**config.mk**
```make
export PLATFORM = sky130hd
export DESIGN_NAME = robotSensorHub
export DESIGN_NICKNAME = d
export VERILOG_FILES = /design/src/source/busPkg.sv /design/src/source/encoderPkg.sv /design/src/source/encoderFrontEnd.sv /design/src/source/speedMeter.sv /design/src/source/beaconCapture.sv /design/src/source/registerBank.sv /design/src/source/robotSensorHub.sv
export SDC_FILE = /design/constraint.sdc
export NUM_CORES = 1
export LEC_CHECK = 0
export BUFFER_PORTS_ARGS = -buffer_cell sky130_fd_sc_hd__buf_2
export CELL_PAD_IN_SITES_DETAIL_PLACEMENT = 0
export CELL_PAD_IN_SITES_GLOBAL_PLACEMENT = 1
export CORE_ASPECT_RATIO = 0.7
export CORE_UTILIZATION = 40
export CTS_CLUSTER_SIZE = 20
export DETAILED_ROUTE_END_ITERATION = 8
export HOLD_SLACK_MARGIN = 0.03
export PLACE_DENSITY_LB_ADDON = 0.1
export SYNTH_ARGS = -nofsm -noshare
export SYNTH_HDL_FRONTEND = slang
export SYNTH_SLANG_ARGS = --single-unit
```
**constraint.sdc**
```tcl
create_clock -name CLOCK_50 -period 32.4 [get_ports CLOCK_50]
set_clock_uncertainty 0.05 [all_clocks]
set_input_delay 6.48 -clock CLOCK_50 [delete_from_list [all_inputs] [get_ports CLOCK_50]]
set_output_delay 6.48 -clock CLOCK_50 [all_outputs]
set_load 0.02 [all_outputs]
```
**src/source/busPkg.sv**
```systemverilog
package busPkg;

	// ==============================
	// register word and map
	// ==============================
	typedef logic [15:0] wordT;

	typedef enum logic [2:0] {
		RegStatus      = 3'd0, // forward flags, switches, turn toggle
		RegSpeed0      = 3'd1,
		RegSpeed1      = 3'd2,
		RegSpeed2      = 3'd3,
		RegSpeed3      = 3'd4,
		RegBeaconStart = 3'd5,
		RegBeaconEnd   = 3'd6,
		RegControl     = 3'd7  // direction inversion mask, only writable one
	} regAddrT;

	// wishbone classic, master side
	typedef struct packed {
		logic    cyc;
		logic    stb;
		logic    we;
		regAddrT adr;
		wordT    datWr;
	} wbRequestT;

	typedef struct packed {
		logic ack;   // single cycle
		wordT datRd; // valid with ack
	} wbResponseT;

endpackage

```
**src/source/encoderPkg.sv**
```systemverilog
package encoderPkg;

	// two flops ahead of the edge register
	localparam int SyncStages = 2;

	// ==============================
	// encoder side
	// ==============================
	typedef struct packed {
		logic a;
		logic b;
	} encoderPhasesT;

	typedef struct packed {
		logic riseA;
		logic riseB;
		logic forward; // B level at A rise, after inversion
	} encoderEventsT;

	// ==============================
	// laser turret
	// ==============================
	typedef struct packed {
		logic sign; // beacon seen
		logic sync; // once per turn
		logic step; // turret encoder phase A
	} laserInputsT;

	typedef struct packed {
		busPkg::wordT startStep;
		busPkg::wordT endStep;
	} beaconSpanT;

	typedef enum logic [1:0] {BeaconIdle, BeaconReceiving, BeaconGap} beaconStateT;

endpackage

```
**src/source/encoderFrontEnd.sv**
```systemverilog
`timescale 1ns/1ps

module encoderFrontEnd import encoderPkg::*; #(
	parameter int EncoderCount = 4
) (
	input  logic                             CLOCK_50,
	input  logic                             reset,
	input  encoderPhasesT [EncoderCount-1:0] encoders,
	input  laserInputsT                      laser,
	input  logic [4:0]                       limitSwitches,
	input  logic                             start,
	input  logic [EncoderCount-1:0]          invertMask,
	output encoderEventsT [EncoderCount-1:0] events,
	output logic                             signLevel,
	output logic                             syncRise,
	output logic                             stepRise,
	output logic [5:0]                       switchLevels
);

	localparam int EncoderBits = 2 * EncoderCount;
	localparam int EdgeWidth = EncoderBits + 3; // encoders and laser get edges
	localparam int InputWidth = EdgeWidth + 6;  // switches and start are levels only

	logic [InputWidth-1:0] rawIn;
	logic [SyncStages-1:0][InputWidth-1:0] syncChain;
	logic [InputWidth-1:0] levels;
	logic [EdgeWidth-1:0] prevLevels;
	logic [EdgeWidth-1:0] rises;
	logic [EncoderCount-1:0] forwardFlags;
	encoderPhasesT [EncoderCount-1:0] encLevels;
	encoderPhasesT [EncoderCount-1:0] encPrev;
	encoderPhasesT [EncoderCount-1:0] encRises;
	laserInputsT laserLevels;
	laserInputsT laserRises;

	assign rawIn = {start, limitSwitches, laser, encoders};
	assign levels = syncChain[SyncStages-1];

	// ==============================
	// synchronizers, edge register
	// ==============================
	always_ff @(posedge CLOCK_50, posedge reset) begin
		if (reset) begin
			syncChain <= '0;
			prevLevels <= '0;
			rises <= '0;
		end else begin
			syncChain[0] <= rawIn;
			for (int s = 1; s < SyncStages; s++) begin
				syncChain[s] <= syncChain[s-1];
			end
			prevLevels <= levels[EdgeWidth-1:0];
			rises <= levels[EdgeWidth-1:0] & ~prevLevels; // one cycle pulse
		end
	end

	assign encLevels = levels[EncoderBits-1:0];
	assign encPrev = prevLevels[EncoderBits-1:0];
	assign encRises = rises[EncoderBits-1:0];
	assign laserLevels = levels[EdgeWidth-1:EncoderBits];
	assign laserRises = rises[EdgeWidth-1:EncoderBits];

	// direction sampled on A rise, lands with the riseA pulse
	always_ff @(posedge CLOCK_50, posedge reset) begin
		if (reset) begin
			forwardFlags <= '0;
		end else begin
			for (int i = 0; i < EncoderCount; i++) begin
				if (encLevels[i].a && !encPrev[i].a)
					forwardFlags[i] <= encLevels[i].b ^ invertMask[i];
			end
		end
	end

	always_comb begin
		for (int i = 0; i < EncoderCount; i++) begin
			events[i].riseA = encRises[i].a;
			events[i].riseB = encRises[i].b;
			events[i].forward = forwardFlags[i];
		end
	end

	assign signLevel = laserLevels.sign;
	assign syncRise = laserRises.sync;
	assign stepRise = laserRises.step;
	assign switchLevels = levels[InputWidth-1:EdgeWidth]; // {start, switches}

endmodule

```
**src/source/speedMeter.sv**
```systemverilog
`timescale 1ns/1ps

module speedMeter import busPkg::*, encoderPkg::*; #(
	parameter int EncoderCount = 4,
	parameter int WindowCycles = 500000
) (
	input  logic                             CLOCK_50,
	input  logic                             reset,
	input  encoderEventsT [EncoderCount-1:0] events,
	output wordT [EncoderCount-1:0]          speeds
);

	localparam int WindowWidth = $clog2(WindowCycles);
	localparam logic [WindowWidth-1:0] LastCycle = WindowWidth'(WindowCycles - 1);

	logic [WindowWidth-1:0] windowCount;
	logic windowEnd;
	logic [EncoderCount-1:0][1:0] pulses;  // [1] phase A, [0] phase B
	wordT [EncoderCount-1:0][1:0] pulseCounts;

	// floor of the A/B mean, sum kept one bit wider
	function automatic wordT averagePulses(input wordT countA, input wordT countB);
		logic [16:0] sum;
		sum = countA + countB;
		return sum[16:1];
	endfunction

	assign windowEnd = (windowCount == LastCycle);

	always_comb begin
		for (int i = 0; i < EncoderCount; i++) begin
			pulses[i] = {events[i].riseA, events[i].riseB};
		end
	end

	// ==============================
	// gate window
	// ==============================
	always_ff @(posedge CLOCK_50, posedge reset) begin
		if (reset)
			windowCount <= '0;
		else
			windowCount <= windowEnd ? '0 : windowCount + 1'b1;
	end

	// a pulse in the last cycle belongs to the next window
	always_ff @(posedge CLOCK_50, posedge reset) begin
		if (reset) begin
			pulseCounts <= '0;
		end else begin
			for (int i = 0; i < EncoderCount; i++) begin
				for (int p = 0; p < 2; p++) begin
					if (windowEnd)
						pulseCounts[i][p] <= wordT'(pulses[i][p]);
					else
						pulseCounts[i][p] <= pulseCounts[i][p] + wordT'(pulses[i][p]);
				end
			end
		end
	end

	always_ff @(posedge CLOCK_50, posedge reset) begin
		if (reset) begin
			speeds <= '0; // zero until first window closes
		end else if (windowEnd) begin
			for (int i = 0; i < EncoderCount; i++) begin
				speeds[i] <= averagePulses(pulseCounts[i][1], pulseCounts[i][0]);
			end
		end
	end

endmodule

```
**src/source/beaconCapture.sv**
```systemverilog
`timescale 1ns/1ps

module beaconCapture import busPkg::*, encoderPkg::*; #(
	parameter int GlitchSteps = 20
) (
	input  logic       CLOCK_50,
	input  logic       reset,
	input  logic       signLevel,
	input  logic       syncRise,
	input  logic       stepRise,
	output beaconSpanT span,
	output logic       turnToggle
);

	localparam int GapWidth = $clog2(GlitchSteps + 1);

	beaconStateT state;
	beaconStateT nextState;
	wordT stepCount;
	wordT startCandidate;
	wordT endCandidate;
	logic [GapWidth-1:0] gapCount;
	logic gapDone;
	logic receptionStart;
	logic signLost;
	logic receptionEnd;

	assign gapDone = (gapCount == GapWidth'(GlitchSteps));
	assign receptionStart = (state == BeaconIdle) && (nextState == BeaconReceiving);
	assign signLost = (state == BeaconReceiving) && (nextState == BeaconGap);
	assign receptionEnd = (state == BeaconGap) && (nextState == BeaconIdle);

	// ==============================
	// turret position
	// ==============================
	always_ff @(posedge CLOCK_50, posedge reset) begin
		if (reset)
			stepCount <= '0;
		else if (syncRise)
			stepCount <= '0;     // new turn
		else if (stepRise)
			stepCount <= stepCount + 1'b1;
	end

	always_ff @(posedge CLOCK_50, posedge reset) begin
		if (reset)
			turnToggle <= 1'b0;
		else if (syncRise)
			turnToggle <= ~turnToggle;
	end

	// ==============================
	// reception FSM
	// ==============================
	always_comb begin
		nextState = state;
		case (state)
			BeaconIdle:      if (signLevel) nextState = BeaconReceiving;
			BeaconReceiving: if (!signLevel) nextState = BeaconGap;
			BeaconGap: begin
				if (signLevel)
					nextState = BeaconReceiving; // short dropout, keep start
				else if (gapDone)
					nextState = BeaconIdle;
			end
			default: nextState = BeaconIdle;
		endcase
	end

	always_ff @(posedge CLOCK_50, posedge reset) begin
		if (reset) begin
			state <= BeaconIdle;
			gapCount <= '0;
		end else begin
			state <= nextState;
			if (signLost)
				gapCount <= '0;
			else if (state == BeaconGap && stepRise && !gapDone)
				gapCount <= gapCount + 1'b1; // gap measured in steps
		end
	end

	always_ff @(posedge CLOCK_50) begin
		if (receptionStart)
			startCandidate <= stepCount;
		if (signLost)
			endCandidate <= stepCount;   // overwritten if sign comes back
	end

	// publish the pair only once the gap is long enough
	always_ff @(posedge CLOCK_50, posedge reset) begin
		if (reset)
			span <= '0;
		else if (receptionEnd)
			span <= '{startStep: startCandidate, endStep: endCandidate};
	end

endmodule

```
**src/source/registerBank.sv**
```systemverilog
`timescale 1ns/1ps

module registerBank import busPkg::*, encoderPkg::*; #(
	parameter int EncoderCount = 4
) (
	input  logic                             CLOCK_50,
	input  logic                             reset,
	input  wbRequestT                        wbIn,
	output wbResponseT                       wbOut,
	input  encoderEventsT [EncoderCount-1:0] events,
	input  logic [5:0]                       switchLevels,
	input  logic                             turnToggle,
	input  wordT [EncoderCount-1:0]          speeds,
	input  beaconSpanT                       span,
	output logic [EncoderCount-1:0]          invertMask
);

	logic access;
	logic ackReg;
	wordT readData;
	wordT readMux;
	wordT statusWord;
	wordT controlReg;

	// new request, not the cycle that is already being acked
	assign access = wbIn.cyc & wbIn.stb & ~ackReg;

	always_comb begin
		statusWord = '0;
		for (int i = 0; i < EncoderCount; i++) begin
			statusWord[i] = events[i].forward;
		end
		statusWord[13:8] = switchLevels; // start on 13
		statusWord[15] = turnToggle;
	end

	always_comb begin
		case (wbIn.adr)
			RegStatus:      readMux = statusWord;
			RegSpeed0, RegSpeed1, RegSpeed2, RegSpeed3:
				readMux = speeds[wbIn.adr - RegSpeed0];
			RegBeaconStart: readMux = span.startStep;
			RegBeaconEnd:   readMux = span.endStep;
			default:        readMux = controlReg;
		endcase
	end

	// ==============================
	// wishbone slave
	// ==============================
	always_ff @(posedge CLOCK_50, posedge reset) begin
		if (reset) begin
			ackReg <= 1'b0;
			controlReg <= '0;
		end else begin
			ackReg <= access;
			if (access && wbIn.we && wbIn.adr == RegControl)
				controlReg <= wbIn.datWr; // other writes just get acked
		end
	end

	always_ff @(posedge CLOCK_50) begin
		if (access)
			readData <= readMux;
	end

	assign wbOut = '{ack: ackReg, datRd: readData};
	assign invertMask = controlReg[EncoderCount-1:0];

endmodule

```
**src/source/robotSensorHub.sv**
```systemverilog
`timescale 1ns/1ps

module robotSensorHub import busPkg::*, encoderPkg::*; #(
	parameter int EncoderCount = 4,
	parameter int WindowCycles = 500000, // 10 ms at 50 MHz
	parameter int GlitchSteps = 20
) (
	input  logic                             CLOCK_50,
	input  logic                             reset,
	input  encoderPhasesT [EncoderCount-1:0] encoders,
	input  laserInputsT                      laser,
	input  logic [4:0]                       limitSwitches,
	input  logic                             start,
	input  wbRequestT                        wbIn,
	output wbResponseT                       wbOut
);

	encoderEventsT [EncoderCount-1:0] events;
	logic signLevel;
	logic syncRise;
	logic stepRise;
	logic [5:0] switchLevels;
	logic [EncoderCount-1:0] invertMask;
	wordT [EncoderCount-1:0] speeds;
	beaconSpanT span;
	logic turnToggle;

	// ==============================
	// decode
	// ==============================
	encoderFrontEnd #(.EncoderCount(EncoderCount)) frontEnd (
		.CLOCK_50(CLOCK_50), .reset(reset), .encoders(encoders), .laser(laser),
		.limitSwitches(limitSwitches), .start(start), .invertMask(invertMask),
		.events(events), .signLevel(signLevel), .syncRise(syncRise),
		.stepRise(stepRise), .switchLevels(switchLevels)
	);

	// execute
	speedMeter #(.EncoderCount(EncoderCount), .WindowCycles(WindowCycles)) speedUnit (
		.CLOCK_50(CLOCK_50), .reset(reset), .events(events), .speeds(speeds)
	);

	beaconCapture #(.GlitchSteps(GlitchSteps)) beaconUnit (
		.CLOCK_50(CLOCK_50), .reset(reset), .signLevel(signLevel), .syncRise(syncRise),
		.stepRise(stepRise), .span(span), .turnToggle(turnToggle)
	);

	// result, firmware side
	registerBank #(.EncoderCount(EncoderCount)) registers (
		.CLOCK_50(CLOCK_50), .reset(reset), .wbIn(wbIn), .wbOut(wbOut),
		.events(events), .switchLevels(switchLevels), .turnToggle(turnToggle),
		.speeds(speeds), .span(span), .invertMask(invertMask)
	);

endmodule

```
=== Yosys cells after proc, flatten, opt, wreduce, memory -nomap -nowiden ===
Cells that the tools add are included.

* Reductions and logical operators: 22
* Multiplexer cells: 21
* Add/subtract/negate cells: 16
* Bitwise gates (word level): 10
* Magnitude comparators: 1
* Equality and inequality tests: 13

{| class="wikitable"
|+ Operator list
! kind !! number
|-
| $mux 16 || 11
|-
| $add 16x1->16 || 8
|-
| $add 16x16->17 || 4
|-
| $pmux 16 s4 || 1
|-
| $bmux 16 s2 || 1
|-
| $add 19x1->19 const B || 1
|-
| $eq 19x19->1 const B || 1
|-
| $mux 19 || 1
|-
| $add 16x1->16 const B || 1
|-
| $eq 3x3->1 const B || 4
|-
| $logic_and 1x1->1 || 11
|-
| $and 10x10->10 || 1
|-
| $mux 5 || 2
|-
| $not 10->10 || 1
|-
| $mux 2 || 4
|-
| $eq 3x2->1 const B || 2
|-
| $pmux 2 s3 || 1
|-
| $add 5x1->5 const B || 1
|-
| $eq 5x5->1 const B || 1
|-
| $logic_not 1->1 || 5
|-
| $eq 2x1->1 const B || 2
|-
| $eq 2x2->1 const B || 2
|-
| $logic_not 2->1 || 2
|-
| $reduce_bool 2->1 || 2
|-
| 8 further kinds || 13
|}

* Register bits: 390
* Word-level logic and storage cells: 115
* Input bits: 41

=== Longest topological paths before layout ===
Gate-level depths: netlist (run 1).

* Depth in word-level cells: 7
* Mapped depth: 10
* Depth with buffers taken out: 8

=== Hierarchy ===
From an unflattened synthesis (run 1), not the netlist that was laid out.

* Cells, all modules: 1693
* Area total of the unflattened synthesis: 19087.1 µm²

{| class="wikitable"
|+ Modules (own cells, without submodules)
! module !! cells each !! area each (µm²) !! seq. area each (µm²) !! times used
|-
| speedMeter || 1245 || 11758.8 || 5280.1 || 1
|-
| beaconCapture || 217 || 3490.8 || 2362.3 || 1
|-
| registerBank || 148 || 2149.6 || 905.9 || 1
|-
| encoderFrontEnd || 83 || 1687.9 || 1451.4 || 1
|}

=== Worst setup path before layout (run 1) ===
No wires, ideal clock.

* Path kind: in2reg
* From: input port wbIn[16] (netlist bit)
* To: register registers.readData[0] (data pin)
* Arrival: 8541 ps
* Path slack: 23546 ps
* Library setup time: 263 ps
* Cell stages on the path: 9
* Cell sequence: buf_2 buf_2 inv_1 ha_1 clkbuf_1 clkbuf_1 mux4_2 a22oi_1 nand3_1

* Cells in the longest elaborated chain, start to end: 4
* Elaborated cells between the ends (all ways): 12
* Classes of those cells: add/sub (1); eq/ne (6); mux (3); reduce/logical (2)

{| class="wikitable"
|+ Ends and longest elaborated chain
! element !! RTL line !! text
|-
| start, declared || robotSensorHub.sv:14 || <nowiki>input wbRequestT wbIn,</nowiki>
|-
| $sub 3x1->3 || registerBank.sv:41 || <nowiki>readMux = speeds[wbIn.adr - RegSpeed0];</nowiki>
|-
| $bmux 16 s2 || registerBank.sv:41 ||
|-
| $mux 16 (not written as such) || registerBank.sv:41 ||
|-
| $pmux 16 s4 (*) || registerBank.sv:38 || <nowiki>case (wbIn.adr)</nowiki>
|-
| net registers.readMux[0] || registerBank.sv:21 || <nowiki>wordT readMux;</nowiki>
|-
| end signal, assigned || registerBank.sv:64 || <nowiki>readData <= readMux;</nowiki>
|-
| end, declared || registerBank.sv:20 || <nowiki>wordT readData;</nowiki>
|}

The timed path passes the listed nets; every way through them passes the cells marked *. The select of a mux whose other input is x is not followed.
A chain may end at the register's enable or synchronous reset.

=== Final worst setup path (run 1) ===
* From: input port wbIn[16] (netlist bit)
* To: register registers.readData[9] (data pin)

Same word-level chain as after synthesis.

==> results of run 1 <==
## worst max path at each step
stage / start / endpoint / slack, ps / cells past startpoint
floorplan: reset / beaconUnit.gapCount[0]$_DFFE_PP0P_ / 16390 / 1
global placement: wbIn[16] / registers.readData[12]$_DFFE_PP_ / 23110 / 9
detailed placement: wbIn[16] / registers.readData[8]$_DFFE_PP_ / 23040 / 9
CTS: wbIn[16] / registers.readData[9]$_DFFE_PP_ / 23670 / 9
global route: wbIn[16] / registers.readData[11]$_DFFE_PP_ / 23310 / 9
finish: wbIn[16] / registers.readData[9]$_DFFE_PP_ / 23580 / 9
## sequential cells by signal (all words and copies together), names as in the netlist
name / cells
beaconUnit.state: 2
beaconUnit.gapCount: 5
beaconUnit.stepCount: 16
frontEnd.levels: 17
beaconUnit.span: 32
registers.ackReg: 1
frontEnd.forwardFlags: 4
beaconUnit.turnToggle: 1
speedUnit.windowCount: 19
registers.readData: 16
frontEnd.syncChain: 17
beaconUnit.startCandidate: 16
frontEnd.prevLevels: 10
registers.controlReg: 16
speedUnit.pulseCounts: 128
beaconUnit.endCandidate: 16
frontEnd.rises: 10
speedUnit.speeds: 64
## per-stage QoR
stage / instances / power, W
after detailed placement: 2319 / 0.000816
after global routing: 2391 / 0.00136
after floorplan: 1706 / 0.000745
after global placement: 2319 / 0.000814
final: 2391 / 0.00129
after CTS: 2391 / 0.00131
## routing by layer
layer	global-route usage (%)	up-vias	wire length, µm
met5	0	-	0
met4	3.53	0	658
met3	3.48	50	2450
met2	27.3	260	18500
met1	33.1	6272	25100
li1	-	6137	-
## worst max-delay path, cell delays in order
cell and delay [ps]:
buf_2 440, inv_1 140, ha_1 240, nor3_1 200, o21ai_1 80, buf_4 210, nor4_2 1000, a22oi_1 250
nand3_1 140
## synth_stat cells, drive strengths merged, types with 4 or more instances
cell     number
dfrtp       342
nor2        179
nand2       178
xor2        102
o21ai        85
ha           84
nand3        79
xnor2        78
a21oi        59
mux2         49
edfxtp       48
and3         39
nand4        35
a21o         30
buf          29
clkbuf       28
a22oi        23
and2         23
inv          20
nor3         19
or3          19
mux4         16
nor2b        12
o31ai        12
a31oi        10
o21a         10
nand2b        9
and4          6
nor3b         6
o21bai        6
a211oi        5
a222oi        5
mux2i         5
or2           5
a2111oi       4
fa            4
nor4b         4
## kinds of logic (layout without fill, tap and decap cells)
family                   Yosys count  after routing  share of synthesized area [%]
AO/OA/AOI/OAI                    277            277                           9.44
flip-flops                       390            390                           53.3
buffers and inverters             77            159                           1.97
XOR/XNOR                         180            180                           8.41
AND/OR/NAND/NOR                  624            624                           15.7
adder cells (fa/ha/maj)           88             88                           6.03
multiplexers                      70             70                           5.13
## power breakdown
| group | total [W] | leakage [nW] | internal, W | switching (W) |
|---|---|---|---|---|
| sequential | 0.000586 | 5.00 | 0.000538 | 0.0000483 |
| combinational | 0.000222 | 3.97 | 0.0000925 | 0.000129 |
| clock | 0.000483 | 0.665 | 0.000283 | 0.000200 |
## layout make-up
class                           count  share of cell area [%]
Sequential cell                   390                    47.7
Clock inverter                     16                   0.853
Inverter                           20                   0.394
Timing Repair Buffer               67                    1.78
Clock buffer                       56                    5.70
Tap cell                          603                    3.60
Multi-Input combinational cell   1239                    40.0
==> results.json, run 1 <==
{
  "status": "complete, but fails checks",
  "violations": "design-rule violations",
  "area.sequential_um2": 10000,
  "root_buffer": "clkbuf_16",
  "regToRegSetupSlack_ps": 29100,
  "cts_made_buffers": 41,
  "nFillCells": 4256,
  "grt_pass1_wl_um": 74600,
  "vias": 12719,
  "wl_um": 46700,
  "end_kind": "flop",
  "nNetsFinal": 1888,
  "drcViolationCount": 2,
  "whs_endpoint": "frontEnd.levels[2]$_DFF_PP0_",
  "syn_inst": 1706,
  "vias_per_cell": 5.32,
  "antenna_left": 0,
  "die_h_um": 183,
  "area_growth_pct": 11.9,
  "grt_usage_pct": 20.2,
  "r2r-end": "speedUnit.speeds[62]$_DFFE_PP0N_",
  "final_common_cell": "dfrtp_1",
  "ys_top_cells_by_area": "dfrtp_1, edfxtp_1, ha_1",
  "num_io_pins": 58,
  "path_clk_slew_ps": 70,
  "utilization_pct": 46.0,
  "die_x_um": 261,
  "hold_depth": 0,
  "grt.overflow.total": 0,
  "cts_hold_buf": 0,
  "routabilityCongestion": 0.799,
  "yosysUniqueCellTypes": 68,
  "cp.arrival_ps": 9180,
  "grt_pass1_vias": 12425,
  "cts.repair.resized": 0,
  "coreArea_um2": 45600,
  "syn_area_um2": 18700,
  "syn-num-nets": 1835,
  "drt-initial-drc-count": 997,
  "yosys_warnings": 0,
  "grt_max_degree": 162,
  "hold_ws_ps": 292,
  "fin_crit_sh_pct": 27.2,
  "start_kind": "primary input",
  "maxCapViolCount": 0,
  "port-buffer-count": 57,
  "required_ps": 32760,
  "diodes": 0,
  "holdCritPathClass": "reg -> reg",
  "crit_type": "in -> reg",
  "synth_flop_cell": "dfrtp_1",
  "maxSlewViolCount": 0,
  "first_pass_iters": 9,
  "synth_edf_count": 48,
  "final_cell_mix": "dfrtp_1, nand2_1, nor2_1",
  "layout_setup_ws_ps": 23580,
  "min_from": "frontEnd.syncChain[2]$_DFF_PP0_",
  "power_density_nw_per_um2": 61.5,
  "insertion_delay_ps": 540,
  "dpl.hpwl_um": 33300,
  "critical_path.max_fanout": 19,
  "rows": 65,
  "cts_max_level": 2,
  "timing.fmax_mhz": 113,
  "worstMarginPinSlew_ps": 1150,
  "cts_tree": "yes",
  "yosys.area.top_type_share_pct": 45.6,
  "avgSynthCellArea_um2": 11.0,
  "rsz0062_at_grt": "no",
  "worstReg2RegStart": "speedUnit.windowCount[15]$_DFF_PP0_",
  "setup_viol": 0,
  "multi_input_area_um2": 8400,
  "synth_top_area_cell": "dfrtp_1",
  "final_cell_area_um2": 21000,
  "seq_area_frac_synth_pct": 53.3,
  "initial_core_util_pct": 41.1,
  "place_area_um2": 19600,
  "clockBufferDepth": 3,
  "fin_crit_ps": 8820,
  "async_flop_share_pct": 87.7,
  "wl_per_cell_um": 19.5,
  "synth-seq-cells": 390,
  "setup_tns_ps": 0,
  "reg2reg_depth": 7,
  "dp_slack_ps": 23040,
  "slew-limit-headroom_pct": 22.4,
  "finalHoldViolations": 0,
  "die-area_um2": 47800,
  "power_leakage_nw": 9.64,
  "cts_sinks": 390,
  "cts_setup_buffers": 0,
  "antenna_found_initial": 0,
  "ir_drop_v": 0.0000379,
  "drive_gt1_share_pct": 11.9
}
No activity file was read; power rests on OpenSTA's default activity.
==> run 2: changes to the inputs <==
- clock period: 32.4 -> 8.9 ns (I/O delays scaled with it)
==> run 2 against run 1 <==
  * The run still ends with design-rule violations left
  * Critical path depth did not move
  * Non-clock buffer count did not move
  * Clock power rose to 3.5 times the previous value
  * First-iteration DRC count fell by 5.4%
==> results.json, run 2 (same netlist as run 1, synthesis figures left out) <==
{
  "required_ps": 9280,
  "wl_per_cell_um": 19.3,
  "final_cell_mix": "dfrtp_1, nand2_1, nor2_1",
  "p_total_w": 0.00459,
  "layout_setup_ws_ps": 4880,
  "grt_pass1_vias": 12308,
  "clockBufferDepth": 3,
  "cts.repair.resized": 0,
  "holdCritPathClass": "reg -> reg",
  "worstMarginPinSlew_ps": 1110,
  "critical_path.max_fanout": 19,
  "cts_sinks": 390,
  "grt.overflow.total": 0,
  "maxCapViolCount": 0,
  "cts_setup_buffers": 0,
  "power_switching_w": 0.00135,
  "maxSlewViolCount": 0,
  "switching_share_pct": 29.3,
  "port-buffer-count": 57,
  "finalHoldViolations": 0,
  "die_h_um": 183,
  "cts_made_buffers": 42,
  "final_common_cell": "dfrtp_1",
  "start_kind": "primary input",
  "p_clk_share_pct": 36.4,
  "p_int_w": 0.00324,
  "fin_crit_ps": 4020,
  "largest_registers": "speedUnit.pulseCounts x128, speedUnit.speeds x64, beaconUnit.span x32",
  "dpl.hpwl_um": 32900,
  "antenna_found_initial": 0,
  "seqPwrFrac_pct": 46.7,
  "grt_pass1_wl_um": 73100,
  "setup_tns_ps": 0,
  "cp.arrival_ps": 4390,
  "antenna_left": 0,
  "rows": 65,
  "nFillCells": 4251,
  "insertion_delay_ps": 570,
  "vias": 12653,
  "grt_usage_pct": 19.8,
  "slew-limit-headroom_pct": 26.0,
  "largest_register_ffs": 128,
  "vias_per_cell": 5.28,
  "first_pass_iters": 7,
  "area_growth_pct": 11.5,
  "status": "complete, but fails checks",
  "top_register": "speedUnit.pulseCounts",
  "drcViolationCount": 2,
  "nNetsFinal": 1889,
  "initial_core_util_pct": 41.1,
  "die-area_um2": 47800,
  "power_leakage_nw": 9.60,
  "fin_cells": 2395,
  "drive_gt1_share_pct": 11.6,
  "cts_max_level": 2,
  "utilization_pct": 45.8,
  "dp.cells": 2319,
  "timing.fmax_mhz": 249,
  "root_buffer": "clkbuf_16",
  "combPwrFrac_pct": 16.9,
  "setup_viol": 0,
  "power_density_nw_per_um2": 219,
  "die_x_um": 261,
  "num_io_pins": 58,
  "end_kind": "flop",
  "wl_um": 46200,
  "ir_drop_v": 0.000132,
  "dp_slack_ps": 4300,
  "fin_crit_sh_pct": 45.1,
  "cts_hold_buf": 0,
  "crit_type": "in -> reg",
  "violations": "design-rule violations",
  "coreArea_um2": 45600,
  "rsz0062_at_grt": "no",
  "drt-initial-drc-count": 943,
  "routabilityCongestion": 0.797,
  "cts_tree": "yes",
  "path_clk_slew_ps": 60,
  "grt_max_degree": 166
}
==> run 2: layout make-up <==
class / instances / area [µm²] / share of cell area (%)
Antenna cell: 1 / 2.50 / 0.0120
Clock buffer: 63 / 1210 / 5.79
Clock inverter: 12 / 86.3 / 0.413
Inverter: 20 / 78.8 / 0.377
Multi-Input combinational cell: 1239 / 8400 / 40.2
Sequential cell: 390 / 10000 / 47.8
Tap cell: 603 / 754 / 3.61
Timing Repair Buffer: 67 / 373 / 1.78
==> run 2: per-stage QoR <==
| step | cell area [µm²] | hold slack [ps] |
|---|---|---|
| 6_report | 20900 | 296 |
| 4_1_cts | 20900 | 301 |
| 2_1_floorplan | 18800 | 281 |
| 5_1_grt | 20900 | 303 |
| 3_5_place_dp | 19600 | 286 |
| 3_3_place_gp | 19600 | 281 |
==> run 2: power by group through the flow <==
stage	combinational, W	clock [W]	sequential, W
after CTS	0.000780	0.00173	0.00214
after detailed placement	0.000773	0	0.00217
after global placement	0.000764	0	0.00217
final	0.000775	0.00167	0.00214
after floorplan	0.000603	0	0.00211
after global routing	0.000893	0.00179	0.00216
==> run 2: layer usage <==
metal,vias up,track usage (%),routed length [µm],part of all wire (%)
li1,6159,-,-,-
met1,6233,32.3,24800,54
met2,198,26.2,18200,39
met3,63,3.84,2240,4.9
met4,0,4.73,933,2.0
met5,-,0,0,0
==> run 2: final timing paths <==
check                      cells past startpoint  slack, ps                                   end                          startpoint
setup / recovery                               9       4880       registers.readData[0]$_DFFE_PP_                            wbIn[16]
hold / removal                                 0        300          frontEnd.levels[0]$_DFF_PP0_     frontEnd.syncChain[0]$_DFF_PP0_
setup reg to reg                               8       5680      speedUnit.speeds[62]$_DFFE_PP0N_  speedUnit.windowCount[0]$_DFF_PP0_
hold reg to reg                                0        300          frontEnd.levels[0]$_DFF_PP0_     frontEnd.syncChain[0]$_DFF_PP0_
max in group asynchronous                      3       6040      frontEnd.syncChain[16]$_DFF_PP0_                               reset
min in group asynchronous                      2       1330  speedUnit.pulseCounts[104]$_DFF_PP0_                               reset
==> run 2: worst max-delay path: stages <==
cell     delay [ps]
buf_2           460
inv_1           140
ha_1            240
nor3_1          170
o21ai_1          70
buf_4           190
nor4_2          940
a22oi_1         230
nand3_1         140
